`src/isa_pkg.sv`:
```
package isa_pkg;

	// raw instruction word and its fields
	typedef logic [31:0] instr_t;
	typedef logic [5:0] opcode_t;
	typedef logic [4:0] sub_base_t;
	typedef logic [7:0] sub_ls_t;
	typedef logic sub_b_t;
	typedef logic [1:0] sv_t;
	typedef logic [4:0] reg_addr_t;

	// immediates, all taken from the low end of the word
	typedef logic [4:0] imm5_t;
	typedef logic [13:0] imm14_t;
	typedef logic [14:0] imm15_t;
	typedef logic [19:0] imm20_t;
	typedef logic [23:0] imm24_t;

	// primary opcodes, bits 30:25
	localparam opcode_t OP_TY_BASE = 6'h20;
	localparam opcode_t OP_ADDI = 6'h28;
	localparam opcode_t OP_ORI = 6'h2C;
	localparam opcode_t OP_XORI = 6'h2B;
	localparam opcode_t OP_MOVI = 6'h22;
	localparam opcode_t OP_LWI = 6'h02;
	localparam opcode_t OP_SWI = 6'h0A;
	localparam opcode_t OP_TY_LS = 6'h1C;
	localparam opcode_t OP_TY_B = 6'h26;
	localparam opcode_t OP_JJ = 6'h24;

	// base group, bits 4:0
	localparam sub_base_t SB_ADD = 5'h00;
	localparam sub_base_t SB_SUB = 5'h01;
	localparam sub_base_t SB_AND = 5'h02;
	localparam sub_base_t SB_XOR = 5'h03;
	localparam sub_base_t SB_OR = 5'h04;
	localparam sub_base_t SB_SLLI = 5'h08;
	localparam sub_base_t SB_SRLI = 5'h09;
	localparam sub_base_t SB_ROTRI = 5'h0B;

	// load/store group, bits 7:0
	localparam sub_ls_t SL_LW = 8'h02;
	localparam sub_ls_t SL_SW = 8'h0A;

	// branch group, bit 14
	localparam sub_b_t SBR_BEQ = 1'b0;
	localparam sub_b_t SBR_BNE = 1'b1;

endpackage

```
`src/core_pkg.sv`:
```
package core_pkg;

	typedef logic [31:0] word_t;

	typedef enum logic [2:0] {
		PH_FETCH,
		PH_DECODE,
		PH_EXECUTE,
		PH_MEM,
		PH_WB,
		PH_PC
	} phase_t;

	typedef enum logic [2:0] {
		ALU_ADD,
		ALU_SUB,
		ALU_AND,
		ALU_OR,
		ALU_XOR,
		ALU_SRL,
		ALU_SLL,
		ALU_ROTR
	} alu_op_t;

	typedef enum logic [1:0] {IMM_ZE5, IMM_SE15, IMM_ZE15, IMM_SE20} imm_ext_t;
	typedef enum logic [1:0] {OPB_REG, OPB_IMM, OPB_IMM_SL2, OPB_REG_SV} operand_sel_t;
	typedef enum logic [1:0] {WB_ALU, WB_IMM, WB_MEM} wb_sel_t;

	typedef struct packed {
		alu_op_t alu_op;
		imm_ext_t imm_ext;
		operand_sel_t operand_sel;
		wb_sel_t wb_sel;
		logic mem_read;
		logic mem_write;
		logic reg_write;
		logic is_branch;
		logic branch_ne;
		logic is_jump;
	} ctrl_t;

	// decode to execute
	typedef struct packed {
		word_t a;
		word_t b;
		word_t store_data;
		word_t imm;
		ctrl_t ctrl;
		isa_pkg::reg_addr_t wa;
		word_t pc;
	} exec_in_t;

	// execute to memory
	typedef struct packed {
		word_t result;
		word_t store_data;
		word_t imm;
		ctrl_t ctrl;
		isa_pkg::reg_addr_t wa;
		word_t next_pc;
	} exec_out_t;

endpackage

```
`src/controller.sv`:
```
module controller (
	input logic clock,
	input logic reset,
	input isa_pkg::instr_t instruction,
	output logic fetch,
	output logic en_decode,
	output logic en_execute,
	output logic en_mem,
	output logic en_wb,
	output logic en_pc,
	output isa_pkg::instr_t ir,
	output core_pkg::ctrl_t ctrl
);
	import isa_pkg::*;
	import core_pkg::*;

	phase_t phase;
	phase_t phase_next;
	logic run;

	opcode_t opcode;
	sub_base_t sub_base;
	sub_ls_t sub_ls;
	sub_b_t sub_b;

	assign opcode = ir[30:25];
	assign sub_base = ir[4:0];
	assign sub_ls = ir[7:0];
	assign sub_b = ir[14];

	// run arms on the first edge after reset, so all strobes stay low until then
	always_ff @(posedge clock or posedge reset) begin
		if (reset) begin
			run <= 1'b0;
			phase <= PH_FETCH;
		end else begin
			run <= 1'b1;
			if (run) begin
				phase <= phase_next;
			end
		end
	end

	always_comb begin
		case (phase)
			PH_FETCH: phase_next = PH_DECODE;
			PH_DECODE: phase_next = PH_EXECUTE;
			PH_EXECUTE: phase_next = PH_MEM;
			PH_MEM: phase_next = PH_WB;
			PH_WB: phase_next = PH_PC;
			default: phase_next = PH_FETCH;
		endcase
	end

	assign fetch = run && (phase == PH_FETCH);
	assign en_decode = run && (phase == PH_DECODE);
	assign en_execute = run && (phase == PH_EXECUTE);
	assign en_mem = run && (phase == PH_MEM);
	assign en_wb = run && (phase == PH_WB);
	assign en_pc = run && (phase == PH_PC);

	always_ff @(posedge clock or posedge reset) begin
		if (reset) begin
			ir <= '0;
		end else if (fetch) begin
			ir <= instruction;
		end
	end

	// undefined encodings fall through as a no-op
	always_comb begin
		ctrl.alu_op = ALU_ADD;
		ctrl.imm_ext = IMM_ZE5;
		ctrl.operand_sel = OPB_REG;
		ctrl.wb_sel = WB_ALU;
		ctrl.mem_read = 1'b0;
		ctrl.mem_write = 1'b0;
		ctrl.reg_write = 1'b0;
		ctrl.is_branch = 1'b0;
		ctrl.branch_ne = 1'b0;
		ctrl.is_jump = 1'b0;
		case (opcode)
			OP_TY_BASE: begin
				ctrl.reg_write = 1'b1;
				ctrl.operand_sel = sub_base[3] ? OPB_IMM : OPB_REG;
				case (sub_base)
					SB_ADD: ctrl.alu_op = ALU_ADD;
					SB_SUB: ctrl.alu_op = ALU_SUB;
					SB_AND: ctrl.alu_op = ALU_AND;
					SB_XOR: ctrl.alu_op = ALU_XOR;
					SB_OR: ctrl.alu_op = ALU_OR;
					SB_SLLI: ctrl.alu_op = ALU_SLL;
					SB_SRLI: ctrl.alu_op = ALU_SRL;
					SB_ROTRI: ctrl.alu_op = ALU_ROTR;
					default: ctrl.reg_write = 1'b0;
				endcase
			end
			OP_ADDI: begin
				ctrl.operand_sel = OPB_IMM;
				ctrl.imm_ext = IMM_SE15;
				ctrl.reg_write = 1'b1;
			end
			OP_ORI: begin
				ctrl.alu_op = ALU_OR;
				ctrl.operand_sel = OPB_IMM;
				ctrl.imm_ext = IMM_ZE15;
				ctrl.reg_write = 1'b1;
			end
			OP_XORI: begin
				ctrl.alu_op = ALU_XOR;
				ctrl.operand_sel = OPB_IMM;
				ctrl.imm_ext = IMM_ZE15;
				ctrl.reg_write = 1'b1;
			end
			OP_MOVI: begin
				ctrl.imm_ext = IMM_SE20;
				ctrl.wb_sel = WB_IMM;
				ctrl.reg_write = 1'b1;
			end
			OP_LWI: begin
				ctrl.operand_sel = OPB_IMM_SL2;
				ctrl.imm_ext = IMM_SE15;
				ctrl.wb_sel = WB_MEM;
				ctrl.mem_read = 1'b1;
				ctrl.reg_write = 1'b1;
			end
			OP_SWI: begin
				ctrl.operand_sel = OPB_IMM_SL2;
				ctrl.imm_ext = IMM_SE15;
				ctrl.mem_write = 1'b1;
			end
			OP_TY_LS: begin
				ctrl.operand_sel = OPB_REG_SV;
				ctrl.wb_sel = WB_MEM;
				ctrl.mem_read = (sub_ls == SL_LW);
				ctrl.reg_write = (sub_ls == SL_LW);
				ctrl.mem_write = (sub_ls == SL_SW);
			end
			OP_TY_B: begin
				// compare by subtraction, zero flag decides
				ctrl.alu_op = ALU_SUB;
				ctrl.is_branch = 1'b1;
				ctrl.branch_ne = (sub_b == SBR_BNE);
			end
			OP_JJ: ctrl.is_jump = 1'b1;
			default: ctrl.is_jump = 1'b0;
		endcase
	end

	enables_one_hot: assert property (@(posedge clock) disable iff (reset)
		run |-> $onehot({fetch, en_decode, en_execute, en_mem, en_wb, en_pc}));

endmodule

```
`config.mk`:
```
export PLATFORM = sky130hd
export DESIGN_NAME = controller
export DESIGN_NICKNAME = d
export VERILOG_FILES = /design/src/isa_pkg.sv /design/src/core_pkg.sv /design/src/controller.sv
export SDC_FILE = /design/constraint.sdc
export NUM_CORES = 1
export LEC_CHECK = 0
export ABC_AREA = 0
export BUFFER_PORTS_ARGS = -buffer_cell sky130_fd_sc_hd__buf_4
export CELL_PAD_IN_SITES_DETAIL_PLACEMENT = 0
export CELL_PAD_IN_SITES_GLOBAL_PLACEMENT = 1
export CORE_ASPECT_RATIO = 1.75
export CORE_MARGIN = 8
export CORE_UTILIZATION = 37
export DETAILED_ROUTE_END_ITERATION = 10
export GPL_ROUTABILITY_DRIVEN = 1
export GPL_TIMING_DRIVEN = 1
export PLACE_DENSITY = 0.87
export SLEW_MARGIN = 20
export SYNTH_ARGS = -nofsm -noshare
export SYNTH_HDL_FRONTEND = slang
export SYNTH_SLANG_ARGS = --single-unit
export TNS_END_PERCENT = 5
```
`constraint.sdc`:
```
create_clock -name clock -period 2.8 [get_ports clock]
set_input_delay 0.56 -clock clock [delete_from_list [all_inputs] [get_ports clock]]
set_output_delay 0.56 -clock clock [all_outputs]
set_load 0.01 [all_outputs]
```
# [Yosys cells after proc, flatten, opt, wreduce, memory -nomap -nowiden]
# Cells that the tools add are included.
[word_totals] reg_bits=36 inputBits=34 wordCells=55
[classes] n_eq_ne=24 n_mux=13 reduce_logical=15
[ops] operator="6-bit == test, second input constant" count=7
[ops] operator="3-bit one-hot mux with 7 select lines" count=1
[ops] operator="5-bit by 4-bit == test with 1-bit output, second input constant" count=3
[ops] operator="3-bit one-hot mux with 5 select lines" count=1
[ops] operator="3-bit one-hot mux with 4 select lines" count=1
[ops] operator="5-bit by 2-bit == test with 1-bit output, second input constant" count=2
[ops] operator="8-bit by 2-bit == test with 1-bit output, second input constant" count=1
[ops] operator="8-bit by 4-bit == test with 1-bit output, second input constant" count=1
[ops] operator="2-bit one-hot mux with 4 select lines" count=1
[ops] operator="8-bit OR reduction" count=1
[ops] operator="3-bit by 2-bit == test with 1-bit output, second input constant" count=2
[ops] operator="3-bit == test, second input constant" count=2
[ops] operator="6-bit by 2-bit == test with 1-bit output, second input constant" count=1
[ops] operator="6-bit by 4-bit == test with 1-bit output, second input constant" count=1
[ops] operator="6-bit by 5-bit == test with 1-bit output, second input constant" count=1
[ops] operator="1-bit logical AND" count=6
[ops] operator="2-bit one-hot mux with 3 select lines" count=1
[ops] operator="2-bit OR reduction" count=3
[ops] operator="3-bit OR reduction" count=2
[ops] operator="5-bit by 1-bit == test with 1-bit output, second input constant" count=1
[ops] operator="5-bit by 3-bit == test with 1-bit output, second input constant" count=1
[ops] operator="5-bit logical NOT" count=1
[ops] operator="5-bit OR reduction" count=1
[ops] operator="1-bit one-hot mux with 2 select lines" count=2
[ops] operator="other kinds (6)" count=8

# [Depth between registers and ports, before layout]
[logic_depth] word_depth=4 mapped_depth=5

# [Worst setup path after synthesis]
# No wires, ideal clock.
[synth_path] path_kind="reg2out" from="register ir[25]" to="output ctrl[3] in the netlist's numbering" arrival_ns=1.491 t_required_ns=2.240 slack_ns=0.749 stages_incl_launch_ff=6 path_buffers=1 path_cell_list="dfrtp_1 > buf_4 > nor4b_4 > nand4b_1 > o31ai_2 > a211o_1"
[synth_rtl] element="start, declared" line="controller.sv:11" text="output isa_pkg::instr_t ir,"
[synth_rtl] element="start signal, assigned" line="controller.sv:66" text="ir <= instruction;"
[synth_rtl] element="end, declared" line="controller.sv:12" text="output core_pkg::ctrl_t ctrl"

==> qor.yml <==
ys_ff_latch: 36
drive_above_1_share_pct: 51.42
slew_headroom_pct: 60.60
syn_inst: 163
syn_area_per_cell_um2: 11.45
antenna_cells: 0
antenna_found_initial: 0
vias_per_cell: 5.000
critPathLaunchType: "register"
timing_hold_violations_final: 0
postCtsSetupBuffers: 0
synth_top_area_share_pct: 48.26
wl_um: 4957
synth_area_leaders: "dfrtp_1 48%, mux2_2 16%, nand2_1 2.8%, nor4b_4 2.5%, o21ai_0 2.4%"
postCtsHoldBufs: 0
routedWlPerCell_um: 16.47
p_total_w: 0.002867
clk_pin_slew_ns: 0.07
seqCellArea_um2: 900.9
rr_startpoint: "phase[2]$_DFFE_PP0P_"
clockBufferDepth: 2
crit_path_max_fanout: 10
gp_congestion: 0.7834
maxCapViolCount: 0
p_per_area_nw_per_um2: 1099
core_region_area_um2: 4935
root_buffer: "clkbuf_8"
hp-class: "in2async"
first_iter_violations: 100
syn_area_um2: 1867
required_ns: 2.24
rows: 34
synth-edff-count: 0
io_pins: 87
die_h_um: 110.0
overflow: 0
path_class: "reg2out"
slew_violations: 0
yosys-top-cells-count: "36 x dfrtp_1, 27 x mux2_2, 14 x nand2_1, 9 x nor2_1, 9 x o21ai_0"
yosysMostFrequentCell: "dfrtp_1"
ys_types: 40
drt_first_pass_iters: 4
initial_core_util_pct: 37.83
cts_tree: "built"
finalClockSkew_ns: 0.001590
syn_nets: 197
num-nets-final: 280
grt_pass1_wl_um: 8135
grt_pass1_vias: 1648
outcome: "complete, no violations"
antenna_left: 0
vias: 1505
multi_input_area_um2: 870.8
worst_pin_slew_ns: 0.5891
cts_max_level: 2
drc: 0
areaGrowthSynthToFinish_pct: 39.75
critPathLaunch: "ir[26]$_DFFE_PP0P_"
p_leak_nw: 1.265
synth.largest_area_cell: "dfrtp_1"
yosysSeqAreaShare_pct: 48.26
track_usage_pct: 12.96
fp.dieW_um: 69.70
post_cts_resized: 0
port_buffers: 86
final-setup-viol-count: 0
worst_hold_slack_ns: 0.3834
cts_sinks: 36
fin_crit_sh_pct: 85.31
synth-async-reset-ratio_pct: 100.0
reg2reg_slack_ns: 0.89
finalSetupTns_ns: 0
yosysWarnings: 0
ys.flop_type: "dfrtp_1"
rsz0062_at_grt: "no"
period_minus_slack_ns: 2.389
die_area_um2: 7664
timing.rr.end: "ir[24]$_DFFE_PP0P_"
crit_end: "ctrl[3]"
clock.fmax_mhz: 418.6
dp_hpwl_um: 3995
reg2regPathDepth: 4
ir_drop_uv: 600.2
cp_data_arrival_time_ns: 1.83
numCtsBuffers: 5
fillerInstances: 462
worstSkewPairLatency_ns: 0.28
cp-end-kind: "output pin"
grt_max_degree: 37
==> layout by cell type, fill, tap and decap left out, drive strengths merged, types with 2 or more instances in the layout <==
| cell | n |
|---|---|
| buf | 89 |
| dfrtp | 36 |
| mux2 | 30 |
| nand2 | 14 |
| nor2 | 9 |
| o21ai | 9 |
| clkbuf | 8 |
| nand3 | 5 |
| nand2b | 4 |
| mux2i | 4 |
| nor3 | 4 |
| nor4b | 4 |
| inv | 3 |
| a21oi | 3 |
| xor2 | 2 |
| a32o | 2 |
| and3 | 2 |
| a21o | 2 |
| o31ai | 2 |
==> area by class of cell <==
cell class                 count  area share [%]
tap                           54           2.590
clock buffer                   8           3.453
timing repair buffer          89           25.61
sequential                    36           34.53
multi-input combinational    111           33.38
inverter                       3          0.4317
==> power breakdown <==
part | switching, W | internal (W) | leakage (nW) | total [W]
clock | 0.000172 | 0.000201 | 0.0455 | 0.000372
sequential | 0.000350 | 0.000773 | 0.428 | 0.00112
combinational | 0.000587 | 0.000786 | 0.791 | 0.00137
==> cell families (layout without fill, tap and decap cells) <==
family                    count (synthesis)  count (layout)  share of synthesized area (%)
buffers and inverters                    16             100                          5.093
xor gates and xnor gates                  3               3                          1.408
and+or+nand+nor                          49              49                          15.89
DFF                                      36              36                          48.26
AOI/OAI and AO/OA                        24              24                          8.914
other                                     1               1                         0.2009
muxes                                    34              34                          20.24
==> layer usage <==
layer  GRT usage (%)  part of all wire, %  vias up
li1                -                    -      742
met1           13.16                   37      705
met2           23.16                   54       50
met3           5.239                  7.8        8
met4           5.339                  1.8        0
met5               0                    0        -
==> flip-flops by register name, indices dropped and copies added, names as in the netlist <==
name / count
ir: 32
phase: 3
run: 1
==> worst max-delay path, stage by stage (launching register included) <==
cell,delay (ns)
dfrtp_1,0.58
nor4b_1,0.40
nand3_1,0.20
o31ai_2,0.11
a211o_1,0.15
buf_4,0.12
==> how the worst min path moves through the flow <==
stage | slack, ns | end | from | cells after the start
global route | 0.43 | ir[4]$_DFFE_PP0P_ | reset | 3
finish | 0.38 | ir[31]$_DFFE_PP0P_ | reset | 3
detailed placement | 0.48 | ir[23]$_DFFE_PP0P_ | ir[23]$_DFFE_PP0P_ | 1
global placement | 0.47 | ir[23]$_DFFE_PP0P_ | ir[23]$_DFFE_PP0P_ | 1
floorplan | 0.51 | phase[0]$_DFFE_PP0P_ | run$_DFF_PP0_ | 1
CTS | 0.39 | ir[4]$_DFFE_PP0P_ | reset | 3
==> stage by stage <==
step	cell area, um2	cells	setup slack (ns)	util [%]
floorplan	1867	163	0.7491	-
global placement	2519	293	0.7399	51.04
detailed placement	2519	293	0.7208	51.04
CTS	2609	301	0.3995	52.87
global route	2609	301	0.2815	52.87
finish	2609	301	0.4113	52.87
Power figures use the tool's default switching activity.
