### src/isa_pkg.sv
package isa_pkg;

	// raw instruction word and its fields
	typedef logic [31:0] instr_t;
	typedef logic [5:0] opcode_t;
	typedef logic [4:0] sub_base_t;
	typedef logic [7:0] sub_ls_t;
	typedef logic sub_b_t;
	typedef logic [1:0] sv_t;
	typedef logic [4:0] reg_addr_t;

	// immediates, all taken from the low end of the word
	typedef logic [4:0] imm5_t;
	typedef logic [13:0] imm14_t;
	typedef logic [14:0] imm15_t;
	typedef logic [19:0] imm20_t;
	typedef logic [23:0] imm24_t;

	// primary opcodes, bits 30:25
	localparam opcode_t OP_TY_BASE = 6'h20;
	localparam opcode_t OP_ADDI = 6'h28;
	localparam opcode_t OP_ORI = 6'h2C;
	localparam opcode_t OP_XORI = 6'h2B;
	localparam opcode_t OP_MOVI = 6'h22;
	localparam opcode_t OP_LWI = 6'h02;
	localparam opcode_t OP_SWI = 6'h0A;
	localparam opcode_t OP_TY_LS = 6'h1C;
	localparam opcode_t OP_TY_B = 6'h26;
	localparam opcode_t OP_JJ = 6'h24;

	// base group, bits 4:0
	localparam sub_base_t SB_ADD = 5'h00;
	localparam sub_base_t SB_SUB = 5'h01;
	localparam sub_base_t SB_AND = 5'h02;
	localparam sub_base_t SB_XOR = 5'h03;
	localparam sub_base_t SB_OR = 5'h04;
	localparam sub_base_t SB_SLLI = 5'h08;
	localparam sub_base_t SB_SRLI = 5'h09;
	localparam sub_base_t SB_ROTRI = 5'h0B;

	// load/store group, bits 7:0
	localparam sub_ls_t SL_LW = 8'h02;
	localparam sub_ls_t SL_SW = 8'h0A;

	// branch group, bit 14
	localparam sub_b_t SBR_BEQ = 1'b0;
	localparam sub_b_t SBR_BNE = 1'b1;

endpackage

### src/core_pkg.sv
package core_pkg;

	typedef logic [31:0] word_t;

	typedef enum logic [2:0] {
		PH_FETCH,
		PH_DECODE,
		PH_EXECUTE,
		PH_MEM,
		PH_WB,
		PH_PC
	} phase_t;

	typedef enum logic [2:0] {
		ALU_ADD,
		ALU_SUB,
		ALU_AND,
		ALU_OR,
		ALU_XOR,
		ALU_SRL,
		ALU_SLL,
		ALU_ROTR
	} alu_op_t;

	typedef enum logic [1:0] {IMM_ZE5, IMM_SE15, IMM_ZE15, IMM_SE20} imm_ext_t;
	typedef enum logic [1:0] {OPB_REG, OPB_IMM, OPB_IMM_SL2, OPB_REG_SV} operand_sel_t;
	typedef enum logic [1:0] {WB_ALU, WB_IMM, WB_MEM} wb_sel_t;

	typedef struct packed {
		alu_op_t alu_op;
		imm_ext_t imm_ext;
		operand_sel_t operand_sel;
		wb_sel_t wb_sel;
		logic mem_read;
		logic mem_write;
		logic reg_write;
		logic is_branch;
		logic branch_ne;
		logic is_jump;
	} ctrl_t;

	// decode to execute
	typedef struct packed {
		word_t a;
		word_t b;
		word_t store_data;
		word_t imm;
		ctrl_t ctrl;
		isa_pkg::reg_addr_t wa;
		word_t pc;
	} exec_in_t;

	// execute to memory
	typedef struct packed {
		word_t result;
		word_t store_data;
		word_t imm;
		ctrl_t ctrl;
		isa_pkg::reg_addr_t wa;
		word_t next_pc;
	} exec_out_t;

endpackage

### src/reg_file.sv
module reg_file #(
	parameter int REGS = 32
) (
	input logic clock,
	input logic reset,
	input isa_pkg::reg_addr_t ra,
	input isa_pkg::reg_addr_t rb,
	output core_pkg::word_t rdata_a,
	output core_pkg::word_t rdata_b,
	input logic we,
	input isa_pkg::reg_addr_t wa,
	input core_pkg::word_t wdata
);
	import core_pkg::*;

	word_t regs [REGS];

	always_ff @(posedge clock or posedge reset) begin
		if (reset) begin
			for (int i = 0; i < REGS; i++) begin
				regs[i] <= '0;
			end
		end else if (we && (wa != '0)) begin
			regs[wa] <= wdata;
		end
	end

	// r0 is hardwired to zero
	assign rdata_a = (ra == '0) ? '0 : regs[ra];
	assign rdata_b = (rb == '0) ? '0 : regs[rb];

endmodule

### src/decode_stage.sv
module decode_stage #(
	parameter int REGS = 32
) (
	input logic clock,
	input logic reset,
	input logic en_decode,
	input isa_pkg::instr_t ir,
	input core_pkg::ctrl_t ctrl,
	input core_pkg::word_t pc,
	input logic en_wb,
	input isa_pkg::reg_addr_t wb_addr,
	input core_pkg::word_t wb_data,
	input logic wb_write,
	output core_pkg::exec_in_t exec_in
);
	import isa_pkg::*;
	import core_pkg::*;

	reg_addr_t ra;
	reg_addr_t rb;
	reg_addr_t rt;
	sv_t sv;
	imm5_t imm5;
	imm14_t imm14;
	imm15_t imm15;
	imm20_t imm20;
	imm24_t imm24;
	word_t rdata_a;
	word_t rdata_b;
	word_t rdata_t;
	word_t reg_b;
	word_t imm;
	word_t opb;
	logic we;

	assign rt = ir[24:20];
	assign ra = ir[19:15];
	assign rb = ir[14:10];
	assign sv = ir[9:8];
	assign imm5 = ir[14:10];
	assign imm14 = ir[13:0];
	assign imm15 = ir[14:0];
	assign imm20 = ir[19:0];
	assign imm24 = ir[23:0];
	assign we = en_wb && wb_write;

	reg_file #(
		.REGS(REGS)
	) rf_main (
		.clock(clock),
		.reset(reset),
		.ra(ra),
		.rb(rb),
		.rdata_a(rdata_a),
		.rdata_b(rdata_b),
		.we(we),
		.wa(wb_addr),
		.wdata(wb_data)
	);

	// mirrored copy, its port a gives rt for store data and branch compare
	reg_file #(
		.REGS(REGS)
	) rf_rt (
		.clock(clock),
		.reset(reset),
		.ra(rt),
		.rb(rb),
		.rdata_a(rdata_t),
		.rdata_b(),
		.we(we),
		.wa(wb_addr),
		.wdata(wb_data)
	);

	// branch and jump offsets are halfword scaled
	always_comb begin
		if (ctrl.is_branch) begin
			imm = {{17{imm14[13]}}, imm14, 1'b0};
		end else if (ctrl.is_jump) begin
			imm = {{7{imm24[23]}}, imm24, 1'b0};
		end else begin
			case (ctrl.imm_ext)
				IMM_ZE5: imm = {27'b0, imm5};
				IMM_SE15: imm = {{17{imm15[14]}}, imm15};
				IMM_ZE15: imm = {17'b0, imm15};
				default: imm = {{12{imm20[19]}}, imm20};
			endcase
		end
	end

	assign reg_b = ctrl.is_branch ? rdata_t : rdata_b;

	always_comb begin
		case (ctrl.operand_sel)
			OPB_REG: opb = reg_b;
			OPB_IMM: opb = imm;
			OPB_IMM_SL2: opb = imm << 2;
			default: opb = rdata_b << sv;
		endcase
	end

	always_ff @(posedge clock or posedge reset) begin
		if (reset) begin
			exec_in <= '0;
		end else if (en_decode) begin
			exec_in.a <= rdata_a;
			exec_in.b <= opb;
			exec_in.store_data <= rdata_t;
			exec_in.imm <= imm;
			exec_in.ctrl <= ctrl;
			exec_in.wa <= rt;
			exec_in.pc <= pc;
		end
	end

endmodule

### config.mk
export PLATFORM = sky130hd
export DESIGN_NAME = decode_stage
export DESIGN_NICKNAME = d
export VERILOG_FILES = /design/src/isa_pkg.sv /design/src/core_pkg.sv /design/src/reg_file.sv /design/src/decode_stage.sv
export SDC_FILE = /design/constraint.sdc
export NUM_CORES = 2
export LEC_CHECK = 0
export BUFFER_PORTS_ARGS = -buffer_cell sky130_fd_sc_hd__buf_2
export CAP_MARGIN = 20
export CELL_PAD_IN_SITES_DETAIL_PLACEMENT = 0
export CELL_PAD_IN_SITES_GLOBAL_PLACEMENT = 2
export CORE_MARGIN = 4
export CORE_UTILIZATION = 46
export CTS_CLUSTER_SIZE = 20
export DETAILED_ROUTE_END_ITERATION = 8
export GPL_ROUTABILITY_DRIVEN = 0
export HOLD_SLACK_MARGIN = 0.15
export PLACE_DENSITY_LB_ADDON = 0.1
export SLEW_MARGIN = 20
export SYNTH_ARGS = -nofsm -noshare
export SYNTH_HDL_FRONTEND = slang
export SYNTH_SLANG_ARGS = --single-unit
### constraint.sdc
create_clock -name clock -period 52.9 [get_ports clock]
set_clock_uncertainty 0.2 [all_clocks]
set_input_delay 13.225 -clock clock [delete_from_list [all_inputs] [get_ports clock]]
set_output_delay 13.225 -clock clock [all_outputs]
set_load 0.005 [all_outputs]
# Yosys cells after proc, flatten, opt, wreduce, memory -nomap -nowiden
# Cells that the tools add are included.
dict set report totals {
  reg_bits 2228
  in_bits 121
  out_inout_bits 180
  elab_cells 124
}
dict set report op_classes {
  magnitude_cmp 5
  eq_ne 4
  n_shift 1
  n_mux 21
  bitwise 4
  n_reduce_logical 9
}
# cell count
set ops {}
lappend ops {{bitwise mux 1024 bit} 2}
lappend ops {{binary-select mux 32 bit (select 5 bit)} 3}
lappend ops {{2-to-1 mux 32 bit} 13}
lappend ops {{case mux 32 bit (3 select lines)} 2}
lappend ops {{demux 32 bit (select 5 bit)} 1}
lappend ops {{<< shifter 32 x 2 -> 32 bit} 1}
lappend ops {{greater-or-equal comparator 6 bit, second input constant} 4}
lappend ops {{NOT 5 -> 6 bit} 4}
lappend ops {{logical NOT 5 bit} 3}
lappend ops {{< comparator 6 x 1 -> 1 bit, second input constant} 1}
lappend ops {{nonzero test 5 bit} 1}
lappend ops {{== test 2 x 1 -> 1 bit, second input constant} 2}
lappend ops {{== test 2 bit, second input constant} 2}
lappend ops {{logical NOT 2 bit} 2}
lappend ops {{logical AND 1 bit} 3}

# Depth between registers and ports, before layout
dict set report logic_depth {
  word_depth 7
  depth_mapped 13
  mapped_depth_nobuf 7
}

# Cells and area by module
# A second synthesis with hierarchy kept.
dict set report hier_totals {
  cells_unflattened 8139
  area_unflattened_um2 118333.5
}
# mod instances cells_each area_each_um2 seq_area_each_um2
set by_module_without_submodules {}
lappend by_module_without_submodules {reg_file 2 3692 54732.5 25624.6}
lappend by_module_without_submodules {decode_stage 1 755 8868.5 4329.2}

# Least setup slack after synthesis
# No wires, ideal clock.
dict set report synth_path {
  path_kind {input port to flip-flop}
  from {input port ir[15]}
  to {register exec_in[161] in the netlist's numbering}
  setup_ns 0.122
  t_arrival_ns 15.362
  required_time_ns 52.578
  setup_slack_ns 37.217
  path_stages 9
  n_path_buf 5
  path_cell_list {buf_2 buf_4 buf_2 buf_2 buf_2 mux4_2 mux2i_1 a22oi_1 a32o_1}
}
dict set report synth_between {
  elab_chain_len 5
  word_cells_on_any_way 6
  classes_between {4 x mux; 1 x bitwise; 1 x reduce/logical}
}
# element line
set synth_lines {}
lappend synth_lines {{start, declared} decode_stage.sv:7} ;# input isa_pkg::instr_t ir,
lappend synth_lines {{NOT 5 -> 6 bit (not written as such)} reg_file.sv:29} ;# assign rdata_a = (ra == '0) ? '0 : regs[ra];
lappend synth_lines {{binary-select mux 32 bit (select 5 bit)} reg_file.sv:29}
lappend synth_lines {{2-to-1 mux 32 bit (not written as such) (2 in series)} reg_file.sv:29}
lappend synth_lines {{2-to-1 mux 32 bit *} reg_file.sv:29}
lappend synth_lines {{end, declared} decode_stage.sv:14} ;# output core_pkg::exec_in_t exec_in
# Every way passes the cells marked *; elsewhere a longest branch is shown, timed or not. The select of a mux whose other input is x is not followed.
# A chain may end at the register's enable or synchronous reset.

# Final worst setup path
dict set report layout_path {
  from {input port ir[21]}
  to {register exec_in[127] in the netlist's numbering}
}
dict set report layout_between {
  elab_chain_len 7
  word_cells_on_any_way 8
  classes_between {6 x mux; 1 x bitwise; 1 x reduce/logical}
}
# element line
set layout_lines {}
lappend layout_lines {{NOT 5 -> 6 bit (not written as such)} reg_file.sv:29}
lappend layout_lines {{binary-select mux 32 bit (select 5 bit)} reg_file.sv:29}
lappend layout_lines {{2-to-1 mux 32 bit (not written as such) (2 in series)} reg_file.sv:29}
lappend layout_lines {{2-to-1 mux 32 bit *} reg_file.sv:29}
lappend layout_lines {{2-to-1 mux 32 bit *} decode_stage.sv:92} ;# assign reg_b = ctrl.is_branch ? rdata_t : rdata_b;
lappend layout_lines {{case mux 32 bit (3 select lines) *} decode_stage.sv:95} ;# case (ctrl.operand_sel)
# Marked as above.

==> metrics.yaml <==
finalCritPeriodShare: 0.3330
grt-ovfl-total: 0
fin_nets: 5009
worstSetupStartpointType: "input port"
clockRootBuffer: "clkbuf_16"
wirelength_mm: 276.4
drive_gt1_frac: 0.5196
maxSlewViolCount: 0
antenna_found_initial: 17
grt.total_usage: 0.3455
worstMarginPinSlew_ns: 1.299
yosysWarnings: 0
p_int_mw: 1.930
crit_required_ns: 53.35
rsz0062_at_grt: "no"
ys_ff_latch: 1197
numCtsBuffers: 145
max_slew_margin: 0.1289
dp_hpwl_mm: 164.5
synth_commonest_cells: "dfrtp_1 (1197), mux2_2 (1087), mux4_2 (777)"
grt_pass1_wl_mm: 388.6
grt_pass1_vias: 49134
vias_per_cell: 7.006
path_clk_slew_ns: 0.06
status: "finished clean"
first_pass_iters: 5
io_buffers: 293
initial_core_util: 0.4639
yosys_most_used_dff: "dfrtp_1"
htree_num_levels: 4
syn_area_per_cell_um2: 14.55
switchingPower_uw: 771.0
rows: 143
irDropWorstVdd_mv: 0.03613
critical_path.max_fanout: 52
hold_viol: 0
synth_cells: 4860
syn_area_mm2: 0.07072
crit_arrival_ns: 18.06
cts_buffer_depth: 3
synth_top_area_share: 0.4235
crit_path_end_kind: "register"
hold_path_class: "register to register"
crit_type: "input port to register"
die_w_um: 400.1
finalSetupViolations: 0
combPwrFrac: 0.199
clkSinkCount: 1197
period_needed_ns: 17.62
postSynth.asyncResetShare: 1.000
pin_count: 301
detail_route.wl_per_cell_um: 39.26
seqPwrFrac: 0.422
synthesis.nets: 4981
cts_hold_buf: 0
cts_resized: 0
die_h_um: 400.1
setup_tns_ns: 0
core_mm2: 0.1524
leakagePower_nw: 34.09
area_delta_synth_final_pct: 10.92
grt_max_degree: 148
yosys.area.top_type: "dfrtp_1"
synth_most_common_cell: "dfrtp_1"
synth-edff-count: 0
swShare: 0.2854
pwr_density_cell_mw_per_mm2: 34.43
synth.area.top_cells: "dfrtp_1 (42%), mux4_2 (25%), mux2_2 (17%)"
ys_types: 74
clk_latency_ns: 0.79
p_clk_frac: 0.378
drcViolationCount: 0
via_count: 49317
postCtsSetupBuffers: 0
drv_cap: 0
final_antenna_net_count: 0
drtIter0Drc: 5595
clock.fmax_ghz: 0.05676
dieArea_mm2: 0.1601
seq_area_frac_synth: 0.4235
cts_tree: "yes"
holdWs_ns: 0.2008
power by group through the flow:
stage	clock, mW	sequential [mW]	combinational, mW
global route	1.07	1.16	0.572
detailed placement	0	1.15	0.536
finish	1.02	1.14	0.539
floorplan	0	1.12	0.386
global placement	0	1.14	0.530
CTS	1.04	1.14	0.537
cells by family (layout without fill, tap and decap cells):
logic type             after synthesis  after routing  share of synthesized area
AO/OA/AOI/OAI                      523            523                    0.05293
buffers and inverters              569            709                    0.03836
flip-flops                        1197           1197                     0.4235
multiplexers                      2086           2086                     0.4538
other                                0              9                          0
AND/OR/NAND/NOR                    485            485                    0.03139
cells in the final DEF (no fill, tap or decap), types with 7 or more instances in the layout:
master	instances
a22o_1	9
nand2_1	146
nor2_1	146
clkbuf_16	159
mux4_2	777
a21o_1	8
buf_4	138
buf_2	281
dfrtp_1	1197
mux2_2	1087
nand3_1	25
a221oi_1	21
and2_1	10
mux4_1	8
and3_1	7
diode_2	9
nor2b_1	12
a22oi_1	55
o221ai_1	27
a32o_1	26
clkbuf_1	31
o211ai_1	9
a32oi_1	7
a221o_1	8
clkinv_2	25
nor3_1	20
a31oi_1	14
nor2_4	13
inv_1	7
o22ai_1	69
mux2i_1	213
a211oi_1	34
o21ai_0	50
o32a_1	8
a21oi_1	92
o2bb2ai_1	20
nand2_4	12
clkbuf_8	40
nand2b_1	41
sequential cells by signal (all words and copies together), names as in the netlist:
name	count
rf_rt.regs	126
rf_main.regs	898
exec_in	173
layout make-up:
class                           instances  area [um^2]
Sequential cell                      1197        29950
Timing Repair Buffer                  432         2649
Multi-Input combinational cell       3094        38340
Clock inverter                         30        235.2
Antenna cell                            9        22.52
Tap cell                             2030         2540
Inverter                               18        78.83
Clock buffer                          229         4632
Fill cell                           13148        73990
worst max-delay path, cell delays in order:
cell	delay [ns]
buf_8	0.37
buf_4	0.60
buf_4	0.88
buf_4	0.77
mux4_2	0.59
mux2i_1	0.20
o22ai_1	0.12
a211oi_1	0.70
o22ai_1	0.21
o22ai_1	0.16
o21ai_0	0.10
per-stage QoR:
step,worst slack (ns),instances,utilization,cell area (um^2),power [mW]
floorplan,5.753,4860,-,70720,1.506
global placement,34.58,6771,0.4823,73530,1.675
detailed placement,34.58,6771,0.4824,73540,1.688
CTS,35.42,7030,0.5143,78410,2.711
global route,35.10,7030,0.5145,78430,2.801
finish,35.28,7039,0.5146,78450,2.701
path summary, 6_finish.rpt:
| check | from | end | slack [ns] | depth (start not counted) |
|---|---|---|---|---|
| max | ir[21] | exec_in[127] | 35.28 | 11 |
| min | rf_main.regs[1015] | rf_main.regs[1015] | 0.20 | 0 |
| max reg2reg | rf_main.regs[410] | exec_in[142] | 49.69 | 6 |
| min reg2reg | rf_main.regs[1015] | rf_main.regs[1015] | 0.20 | 0 |
| max in group asynchronous | reset | exec_in[11] | 35.78 | 7 |
| min in group asynchronous | reset | rf_main.regs[257] | 12.32 | 2 |
metal layers:
metal | global-route usage | part of all wire | vias up
li1 | - | - | 19286
met4 | 0.1247 | 0.039 | 4
met2 | 0.5200 | 0.45 | 2692
met3 | 0.08369 | 0.097 | 527
met5 | 0 | 0.000094 | -
met1 | 0.4909 | 0.41 | 26808
(Power assumes the default switching activity.)
