[config.mk]
export PLATFORM = sky130hd
export DESIGN_NAME = data_mem
export DESIGN_NICKNAME = d
export VERILOG_FILES = /design/src/isa_pkg.sv /design/src/core_pkg.sv /design/src/data_mem.sv
export SDC_FILE = /design/constraint.sdc
export NUM_CORES = 2
export LEC_CHECK = 0
export BUFFER_PORTS_ARGS = -buffer_cell sky130_fd_sc_hd__buf_2
export CAP_MARGIN = 20
export CORE_MARGIN = 5
export CORE_UTILIZATION = 35
export CTS_CLUSTER_SIZE = 16
export DETAILED_ROUTE_END_ITERATION = 6
export MAX_ROUTING_LAYER = met4
export PLACE_DENSITY = 0.55
export SLEW_MARGIN = 20
export SYNTH_ARGS = -nofsm -noshare
export SYNTH_HDL_FRONTEND = slang
export SYNTH_SLANG_ARGS = --single-unit
[constraint.sdc]
create_clock -name clock -period 183.8 [get_ports clock]
set_input_delay 36.76 -clock clock [delete_from_list [all_inputs] [get_ports clock]]
set_output_delay 36.76 -clock clock [all_outputs]
set_load 0.02 [all_outputs]
[src/isa_pkg.sv]
package isa_pkg;

	// raw instruction word and its fields
	typedef logic [31:0] instr_t;
	typedef logic [5:0] opcode_t;
	typedef logic [4:0] sub_base_t;
	typedef logic [7:0] sub_ls_t;
	typedef logic sub_b_t;
	typedef logic [1:0] sv_t;
	typedef logic [4:0] reg_addr_t;

	// immediates, all taken from the low end of the word
	typedef logic [4:0] imm5_t;
	typedef logic [13:0] imm14_t;
	typedef logic [14:0] imm15_t;
	typedef logic [19:0] imm20_t;
	typedef logic [23:0] imm24_t;

	// primary opcodes, bits 30:25
	localparam opcode_t OP_TY_BASE = 6'h20;
	localparam opcode_t OP_ADDI = 6'h28;
	localparam opcode_t OP_ORI = 6'h2C;
	localparam opcode_t OP_XORI = 6'h2B;
	localparam opcode_t OP_MOVI = 6'h22;
	localparam opcode_t OP_LWI = 6'h02;
	localparam opcode_t OP_SWI = 6'h0A;
	localparam opcode_t OP_TY_LS = 6'h1C;
	localparam opcode_t OP_TY_B = 6'h26;
	localparam opcode_t OP_JJ = 6'h24;

	// base group, bits 4:0
	localparam sub_base_t SB_ADD = 5'h00;
	localparam sub_base_t SB_SUB = 5'h01;
	localparam sub_base_t SB_AND = 5'h02;
	localparam sub_base_t SB_XOR = 5'h03;
	localparam sub_base_t SB_OR = 5'h04;
	localparam sub_base_t SB_SLLI = 5'h08;
	localparam sub_base_t SB_SRLI = 5'h09;
	localparam sub_base_t SB_ROTRI = 5'h0B;

	// load/store group, bits 7:0
	localparam sub_ls_t SL_LW = 8'h02;
	localparam sub_ls_t SL_SW = 8'h0A;

	// branch group, bit 14
	localparam sub_b_t SBR_BEQ = 1'b0;
	localparam sub_b_t SBR_BNE = 1'b1;

endpackage

[src/core_pkg.sv]
package core_pkg;

	typedef logic [31:0] word_t;

	typedef enum logic [2:0] {
		PH_FETCH,
		PH_DECODE,
		PH_EXECUTE,
		PH_MEM,
		PH_WB,
		PH_PC
	} phase_t;

	typedef enum logic [2:0] {
		ALU_ADD,
		ALU_SUB,
		ALU_AND,
		ALU_OR,
		ALU_XOR,
		ALU_SRL,
		ALU_SLL,
		ALU_ROTR
	} alu_op_t;

	typedef enum logic [1:0] {IMM_ZE5, IMM_SE15, IMM_ZE15, IMM_SE20} imm_ext_t;
	typedef enum logic [1:0] {OPB_REG, OPB_IMM, OPB_IMM_SL2, OPB_REG_SV} operand_sel_t;
	typedef enum logic [1:0] {WB_ALU, WB_IMM, WB_MEM} wb_sel_t;

	typedef struct packed {
		alu_op_t alu_op;
		imm_ext_t imm_ext;
		operand_sel_t operand_sel;
		wb_sel_t wb_sel;
		logic mem_read;
		logic mem_write;
		logic reg_write;
		logic is_branch;
		logic branch_ne;
		logic is_jump;
	} ctrl_t;

	// decode to execute
	typedef struct packed {
		word_t a;
		word_t b;
		word_t store_data;
		word_t imm;
		ctrl_t ctrl;
		isa_pkg::reg_addr_t wa;
		word_t pc;
	} exec_in_t;

	// execute to memory
	typedef struct packed {
		word_t result;
		word_t store_data;
		word_t imm;
		ctrl_t ctrl;
		isa_pkg::reg_addr_t wa;
		word_t next_pc;
	} exec_out_t;

endpackage

[src/data_mem.sv]
module data_mem #(
	parameter int DEPTH = 64
) (
	input logic clock,
	input logic reset,
	input logic en_mem,
	input core_pkg::exec_out_t exec_out,
	output core_pkg::word_t wb_data
);
	import core_pkg::*;

	localparam int AW = $clog2(DEPTH);

	word_t mem [DEPTH];
	word_t rdata;
	logic [AW-1:0] index;

	// word address wraps at DEPTH
	assign index = AW'((exec_out.result >> 2) % DEPTH);
	assign rdata = exec_out.ctrl.mem_read ? mem[index] : '0;

	always_ff @(posedge clock or posedge reset) begin
		if (reset) begin
			for (int i = 0; i < DEPTH; i++) begin
				mem[i] <= '0;
			end
			wb_data <= '0;
		end else if (en_mem) begin
			if (exec_out.ctrl.mem_write) begin
				mem[index] <= exec_out.store_data;
			end
			case (exec_out.ctrl.wb_sel)
				WB_IMM: wb_data <= exec_out.imm;
				WB_MEM: wb_data <= rdata;
				default: wb_data <= exec_out.result;
			endcase
		end
	end

	no_read_and_write: assert property (@(posedge clock) disable iff (reset)
		en_mem |-> !(exec_out.ctrl.mem_read && exec_out.ctrl.mem_write));

endmodule

# After elaboration in Yosys (flattened, before gate mapping)

Cells that the tools add are included.

Flip-flop bits (word level): 2080
Input port bits: 151
Output and inout bits: 32
Word-level logic and storage cells: 80

Order comparisons: 2
Equal/unequal tests: 2
Mux-type cells: 8
Bitwise logic cells: 1
Reduce and logical (&&, ||, !) cells: 2

Operator list:

| operator           | count |
|---|---|
| $bwmux 2048        | 1 |
| $bmux 32 s6        | 1 |
| $demux 32 s6       | 1 |
| $mux 32            | 4 |
| $pmux 32 s2        | 1 |
| $ge 7x7->1 const B | 1 |
| $lt 7x1->1 const B | 1 |
| $not 6->7          | 1 |
| $eq 2x1->1 const B | 1 |
| $eq 2x2->1 const B | 1 |
| $reduce_and 2->1   | 1 |
| $logic_and 1x1->1  | 1 |

# Longest topological paths before layout

Word-level depth: 6
Mapped depth: 12
Depth with buffers taken out: 7

# Worst setup path after synthesis

Ideal clock, no wire load.

Kind: input -> register
From: in exec_out[119] (netlist bit)
To: reg wb_data[9]
Arrival: 38.511 ns
Path slack: 145.169 ns
Stages: 10
Path through: buf_4 -> buf_6 -> buf_2 -> buf_2 -> mux2_2 -> a222oi_1 -> o21ai_0 -> a22oi_1 -> nand4_1 -> a31o_2

Cells in the longest elaborated chain, start to end: 6

RTL lines:

| element                                    | RTL line       | source |
|---|---|---|
| from (decl)                                | data_mem.sv:7  | `input core_pkg::exec_out_t exec_out,` |
| $not 6->7 (not written as such)            | data_mem.sv:20 | `assign rdata = exec_out.ctrl.mem_read ? mem[index] : '0;` |
| $bmux 32 s6                                | data_mem.sv:20 |  |
| $mux 32 (not written as such) (2 in a row) | data_mem.sv:20 |  |
| $mux 32                                    | data_mem.sv:20 |  |
| $pmux 32 s2                                | data_mem.sv:32 | `case (exec_out.ctrl.wb_sel)` |
| to (signal assigned)                       | data_mem.sv:33 | `WB_IMM: wb_data <= exec_out.imm;` |
| to (signal assigned)                       | data_mem.sv:34 | `WB_MEM: wb_data <= rdata;` |
| to (signal assigned)                       | data_mem.sv:35 | `default: wb_data <= exec_out.result;` |
| to (decl)                                  | data_mem.sv:8  | `output core_pkg::word_t wb_data` |

No other way between the ends. The select of a mux whose other input is x is not followed.
A chain may end at the register's enable or synchronous reset.

# Final worst setup path

From: in exec_out[118] (netlist bit)
To: reg mem[116] (netlist bit)

Cells in the longest elaborated chain, start to end: 6
Elaborated cells between the ends (all ways): 7
Those cells by class: 2 x order compare; 3 x mux; 1 x bitwise; 1 x reduce/logical

RTL lines:

| element                                                               | RTL line       | source |
|---|---|---|
| $not 6->7 (not written as such) (*)                                   | data_mem.sv:30 | `mem[index] <= exec_out.store_data;` |
| $ge 7x7->1 (not written as such) / $lt 7x1->1 (equally long branches) | data_mem.sv:30 |  |
| $logic_and 1x1->1 (not written as such)                               | data_mem.sv:30 |  |
| $mux 32 (not written as such)                                         | data_mem.sv:30 |  |
| $demux 32 s6 (*)                                                      | data_mem.sv:30 |  |
| $bwmux 2048 (*)                                                       | data_mem.sv:30 |  |
| to (signal, indexed assignment)                                       | data_mem.sv:30 |  |
| to (decl)                                                             | data_mem.sv:14 | `word_t mem [DEPTH];` |

Mark *: on every way between the ends. The rest lies on a longest branch, timed or not.

==> flow_results.xml <==
<?xml version="1.0" encoding="UTF-8"?>
<metrics>
  <group name="outcome">
    <metric name="status" unit="">finished, final reports clean</metric>
  </group>
  <group name="detailed_routing">
    <metric name="num_vias" unit="">65484</metric>
    <metric name="detail_route.iter0.violations" unit="">6544</metric>
    <metric name="route.detailed.vias_per_inst" unit="">6.152</metric>
    <metric name="drt_drc_violations_left" unit="">0</metric>
    <metric name="per_cell_routed_wire_length" unit="µm">33.15</metric>
    <metric name="finalWirelength" unit="mm">352.9</metric>
    <metric name="drt_pass1_iterations" unit="">6</metric>
    <metric name="drt.antenna.violating_nets" unit="">0</metric>
  </group>
  <group name="worst_setup_path">
    <metric name="worstSetupEndpointType" unit="">register</metric>
    <metric name="crit_fanout" unit="">117</metric>
    <metric name="critical_path.cell_chain" unit="">buf_8, nor2_4, buf_12, buf_4, buf_4, nand2_1, nor2_4, buf_4, mux2_2</metric>
    <metric name="critical_path_arrival" unit="ps">42350</metric>
    <metric name="worst-path-buf-inv" unit="">5</metric>
    <metric name="cp-endpoint" unit="">mem[116]$_DFFE_PP0P_</metric>
    <metric name="crit_type" unit="">in2reg</metric>
    <metric name="r2r_end" unit="">wb_data[1]$_DFFE_PP0P_</metric>
    <metric name="timing.critical_path.slowest_stage_cell" unit="">nor2_4</metric>
    <metric name="start_kind" unit="">input port</metric>
    <metric name="timing.reg2reg.worst_path_depth" unit="">7</metric>
    <metric name="timing.critical_path.depth" unit="">9</metric>
    <metric name="critical-path-top-delay-family" unit="">buffers and inverters</metric>
    <metric name="register_to_register_setup_slack" unit="ps">180790</metric>
    <metric name="startpoint" unit="">exec_out[118]</metric>
    <metric name="critical_path.reg2reg.startpoint" unit="">mem[1185]$_DFFE_PP0P_</metric>
    <metric name="crit_path_max_incr_delay" unit="ps">950</metric>
    <metric name="crit_required" unit="ps">184550</metric>
    <metric name="cell_seen_most_often_among_critical_path_stages" unit="">buf_4</metric>
  </group>
  <group name="grt">
    <metric name="grt_antenna_before_repair" unit="">23</metric>
    <metric name="grt_max_degree" unit="">177</metric>
    <metric name="global_route.overflow_total" unit="">0</metric>
    <metric name="grt_util_all_layers" unit="">0.2505</metric>
    <metric name="grt_pass1_wl" unit="mm">505.0</metric>
    <metric name="grt_pass1_vias" unit="">66589</metric>
  </group>
  <group name="final_layout">
    <metric name="area_delta_synth_final" unit="%">11.65</metric>
    <metric name="fin_nets" unit="">7042</metric>
    <metric name="finalNonFillerCells" unit="">10645</metric>
    <metric name="stdcell_area" unit="µm²">106300</metric>
    <metric name="layout_cells_sized_above_1" unit="">0.4160</metric>
  </group>
  <group name="power_and_ir_drop">
    <metric name="vdd_ir_drop_max" unit="mV">0.007451</metric>
    <metric name="cellLeakagePower" unit="nW">47.90</metric>
    <metric name="power_density" unit="nW/µm²">10.10</metric>
  </group>
  <group name="yosys">
    <metric name="synth.lib_cells_used.distinct" unit="">61</metric>
    <metric name="synth_sequential_area_ratio" unit="">0.5469</metric>
    <metric name="synth-async-reset-ratio" unit="">1.000</metric>
    <metric name="synth_top_flop_cell" unit="">dfrtp_1</metric>
    <metric name="synth_cells" unit="">7185</metric>
    <metric name="synthesis.area_per_instance" unit="µm²">13.25</metric>
    <metric name="synth.ff_latch_count" unit="">2080</metric>
    <metric name="yosys_warnings" unit="">0</metric>
    <metric name="combined_area_of_all_synthesized_cells" unit="µm²">95170</metric>
    <metric name="syn_nets" unit="">7338</metric>
    <metric name="synth-edff-count" unit="">0</metric>
  </group>
  <group name="clock_network">
    <metric name="post-cts-setup-buffer-count" unit="">0</metric>
    <metric name="cts_root_buffer" unit="">clkbuf_16</metric>
    <metric name="htree_num_levels" unit="">4</metric>
    <metric name="worstSkewPairLatency" unit="ps">890</metric>
    <metric name="ctsHoldBuffers" unit="">0</metric>
    <metric name="gates_resized_cts_repair" unit="">0</metric>
    <metric name="tritoncts" unit="">built</metric>
    <metric name="clock-sinks" unit="">2080</metric>
    <metric name="clockBufferDepth" unit="">3</metric>
    <metric name="clk_pin_slew_worst_paths" unit="ps">60</metric>
    <metric name="cts_buffers" unit="">223</metric>
  </group>
  <group name="run">
    <metric name="maxCapViolations" unit="">0</metric>
  </group>
  <group name="min_path">
    <metric name="holdCritPathClass" unit="">reg2reg</metric>
  </group>
  <group name="die">
    <metric name="floorplan.io_pins" unit="">183</metric>
    <metric name="die_w" unit="µm">531.5</metric>
    <metric name="die_area" unit="µm²">282400</metric>
    <metric name="core_region_area" unit="µm²">270800</metric>
    <metric name="placementRows" unit="">191</metric>
    <metric name="die_height" unit="µm">531.5</metric>
    <metric name="initial_core_util" unit="">0.3515</metric>
  </group>
  <group name="placed_design">
    <metric name="finalWeightedCongestion" unit="">0.8120</metric>
    <metric name="place.detailed.hpwl" unit="mm">194.7</metric>
    <metric name="dp.cells" unit="">10230</metric>
    <metric name="dpl_cell_area" unit="µm²">98820</metric>
    <metric name="io_buffers" unit="">134</metric>
  </group>
  <group name="timing">
    <metric name="worst_slew_margin_rel" unit="">0.1680</metric>
    <metric name="setup_total_negative_slack" unit="ps">0</metric>
    <metric name="finalCriticalPeriod" unit="ps">41610</metric>
    <metric name="tightestPinTransition" unit="ps">1232</metric>
    <metric name="peak_clock_frequency_supported_by_timing" unit="GHz">0.02404</metric>
    <metric name="unrepaired_setup_endpoints_after_global_routing" unit="">false</metric>
    <metric name="timing.clock.skew" unit="ps">30.41</metric>
    <metric name="fin_crit_sh" unit="">0.2264</metric>
    <metric name="finalMaxSlewViolations" unit="">0</metric>
    <metric name="setup_viol" unit="">0</metric>
    <metric name="final_hold_viol_count" unit="">0</metric>
  </group>
</metrics>
## per-layer routing
layer / vias to the layer above / global-route usage / routed length [µm]
li1: 26483 / - / -
met3: 751 / 0.04751 / 26880
met4: 0 / 0.1062 / 16790
met5: - / - / 0
met2: 2751 / 0.3856 / 162200
met1: 35499 / 0.3247 / 147000
## synth_stat cells (all sizes together) (6+ instances only)
library cell     n  share of area
o31ai           18         0.0014
nand4b           7        0.00064
buf            436          0.023
nand3          104         0.0055
o221ai          18         0.0017
o41ai           24         0.0022
a22oi          122         0.0096
nand2b          25         0.0016
and3b           10        0.00092
nand2           46         0.0018
nand4           15        0.00099
a21oi          212          0.011
o41a            13         0.0015
o22a            28         0.0026
o21ai           79         0.0042
clkbuf         402          0.016
mux2          2054           0.24
nor2           150         0.0059
mux2i          136          0.014
or3b           102         0.0094
nand3b         167          0.013
a221oi         603          0.055
nor3b            7        0.00055
a22o            58         0.0053
dfrtp         2080           0.55
and4             7        0.00064
mux4            10         0.0024
and3            10        0.00066
o22ai          163          0.011
nor4             6        0.00039
inv              6        0.00024
a31o            20         0.0018
## metrics by stage
stage | power, mW | hold WS [ps] | utilization | worst slack (ps)
4_1_cts | 1.079 | 499.2 | 0.3918 | 142380
5_1_grt | 1.110 | 511.0 | 0.3924 | 142300
3_3_place_gp | 0.6262 | 481.2 | 0.3647 | 141440
2_1_floorplan | 0.5972 | 472.2 | - | 88280
3_5_place_dp | 0.6314 | 485.2 | 0.3650 | 141420
6_report | 1.073 | 495.6 | 0.3925 | 142190
## flip-flops by register name, summed over array words and instances, names as in the netlist
| signal | flops |
|---|---|
| mem | 2048 |
| wb_data | 32 |
## cell type report
class                           count  area, µm²
Antenna cell                       13      32.53
Clock buffer                      340       6663
Clock inverter                     58      609.3
Fill cell                       25208     164500
Inverter                            6      45.04
Multi-Input combinational cell   4261      39950
Sequential cell                  2080      52050
Tap cell                         3570       4467
Timing Repair Buffer              317       2444
## power breakdown
| part | leakage [nW] | internal [mW] | switching [mW] | total (mW) |
|---|---|---|---|---|
| logic | 16.1 | 0.0451 | 0.0646 | 0.110 |
| clock network | 3.60 | 0.259 | 0.190 | 0.449 |
| registers | 28.2 | 0.496 | 0.0188 | 0.515 |
| total | 47.9 | 0.800 | 0.273 | 1.07 |
## worst min-delay path by stage
stage | from | endpoint | slack, ps | cells after the start
after floorplan | mem[1174]$_DFFE_PP0P_ | mem[1174]$_DFFE_PP0P_ | 470 | 1
after global placement | mem[1379]$_DFFE_PP0P_ | mem[1379]$_DFFE_PP0P_ | 480 | 1
after detailed placement | wb_data[12]$_DFFE_PP0P_ | wb_data[12]$_DFFE_PP0P_ | 490 | 2
after CTS | wb_data[12]$_DFFE_PP0P_ | wb_data[12]$_DFFE_PP0P_ | 500 | 2
after global routing | mem[1379]$_DFFE_PP0P_ | mem[1379]$_DFFE_PP0P_ | 510 | 1
final | mem[1185]$_DFFE_PP0P_ | mem[1185]$_DFFE_PP0P_ | 500 | 1
## placed cells by master (no fill, tap or decap), types with 6 or more instances in the layout
cell type,count
nor4_1,6
a22oi_1,122
o22ai_1,163
nand4_1,15
nand3_1,103
o221ai_1,18
and3_1,8
dfrtp_1,2080
a31o_2,18
buf_12,22
nand2_1,46
diode_2,13
clkinv_2,36
mux4_2,10
o31ai_1,18
nand2b_1,23
o21ai_0,76
a221oi_1,603
and3b_1,9
buf_4,164
nand3b_1,167
a21oi_1,212
a22o_1,58
o22a_1,28
and4_1,7
bufinv_16,8
nor2_4,68
clkbuf_1,55
o41a_1,13
o41ai_1,24
clkbuf_16,225
or3b_2,102
nor2_1,82
mux2i_1,136
nand4b_1,7
buf_2,122
clkbuf_8,60
mux2_2,2054
## logic make-up after synthesis
family	after synthesis	share of synthesized area
compound gates	1380	0.1097
fa+ha+maj	2	0.0002629
buf+inv	844	0.03948
flops	2080	0.5469
mux	2200	0.2597
simple gates	679	0.04399
Power figures use the tool's default switching activity.
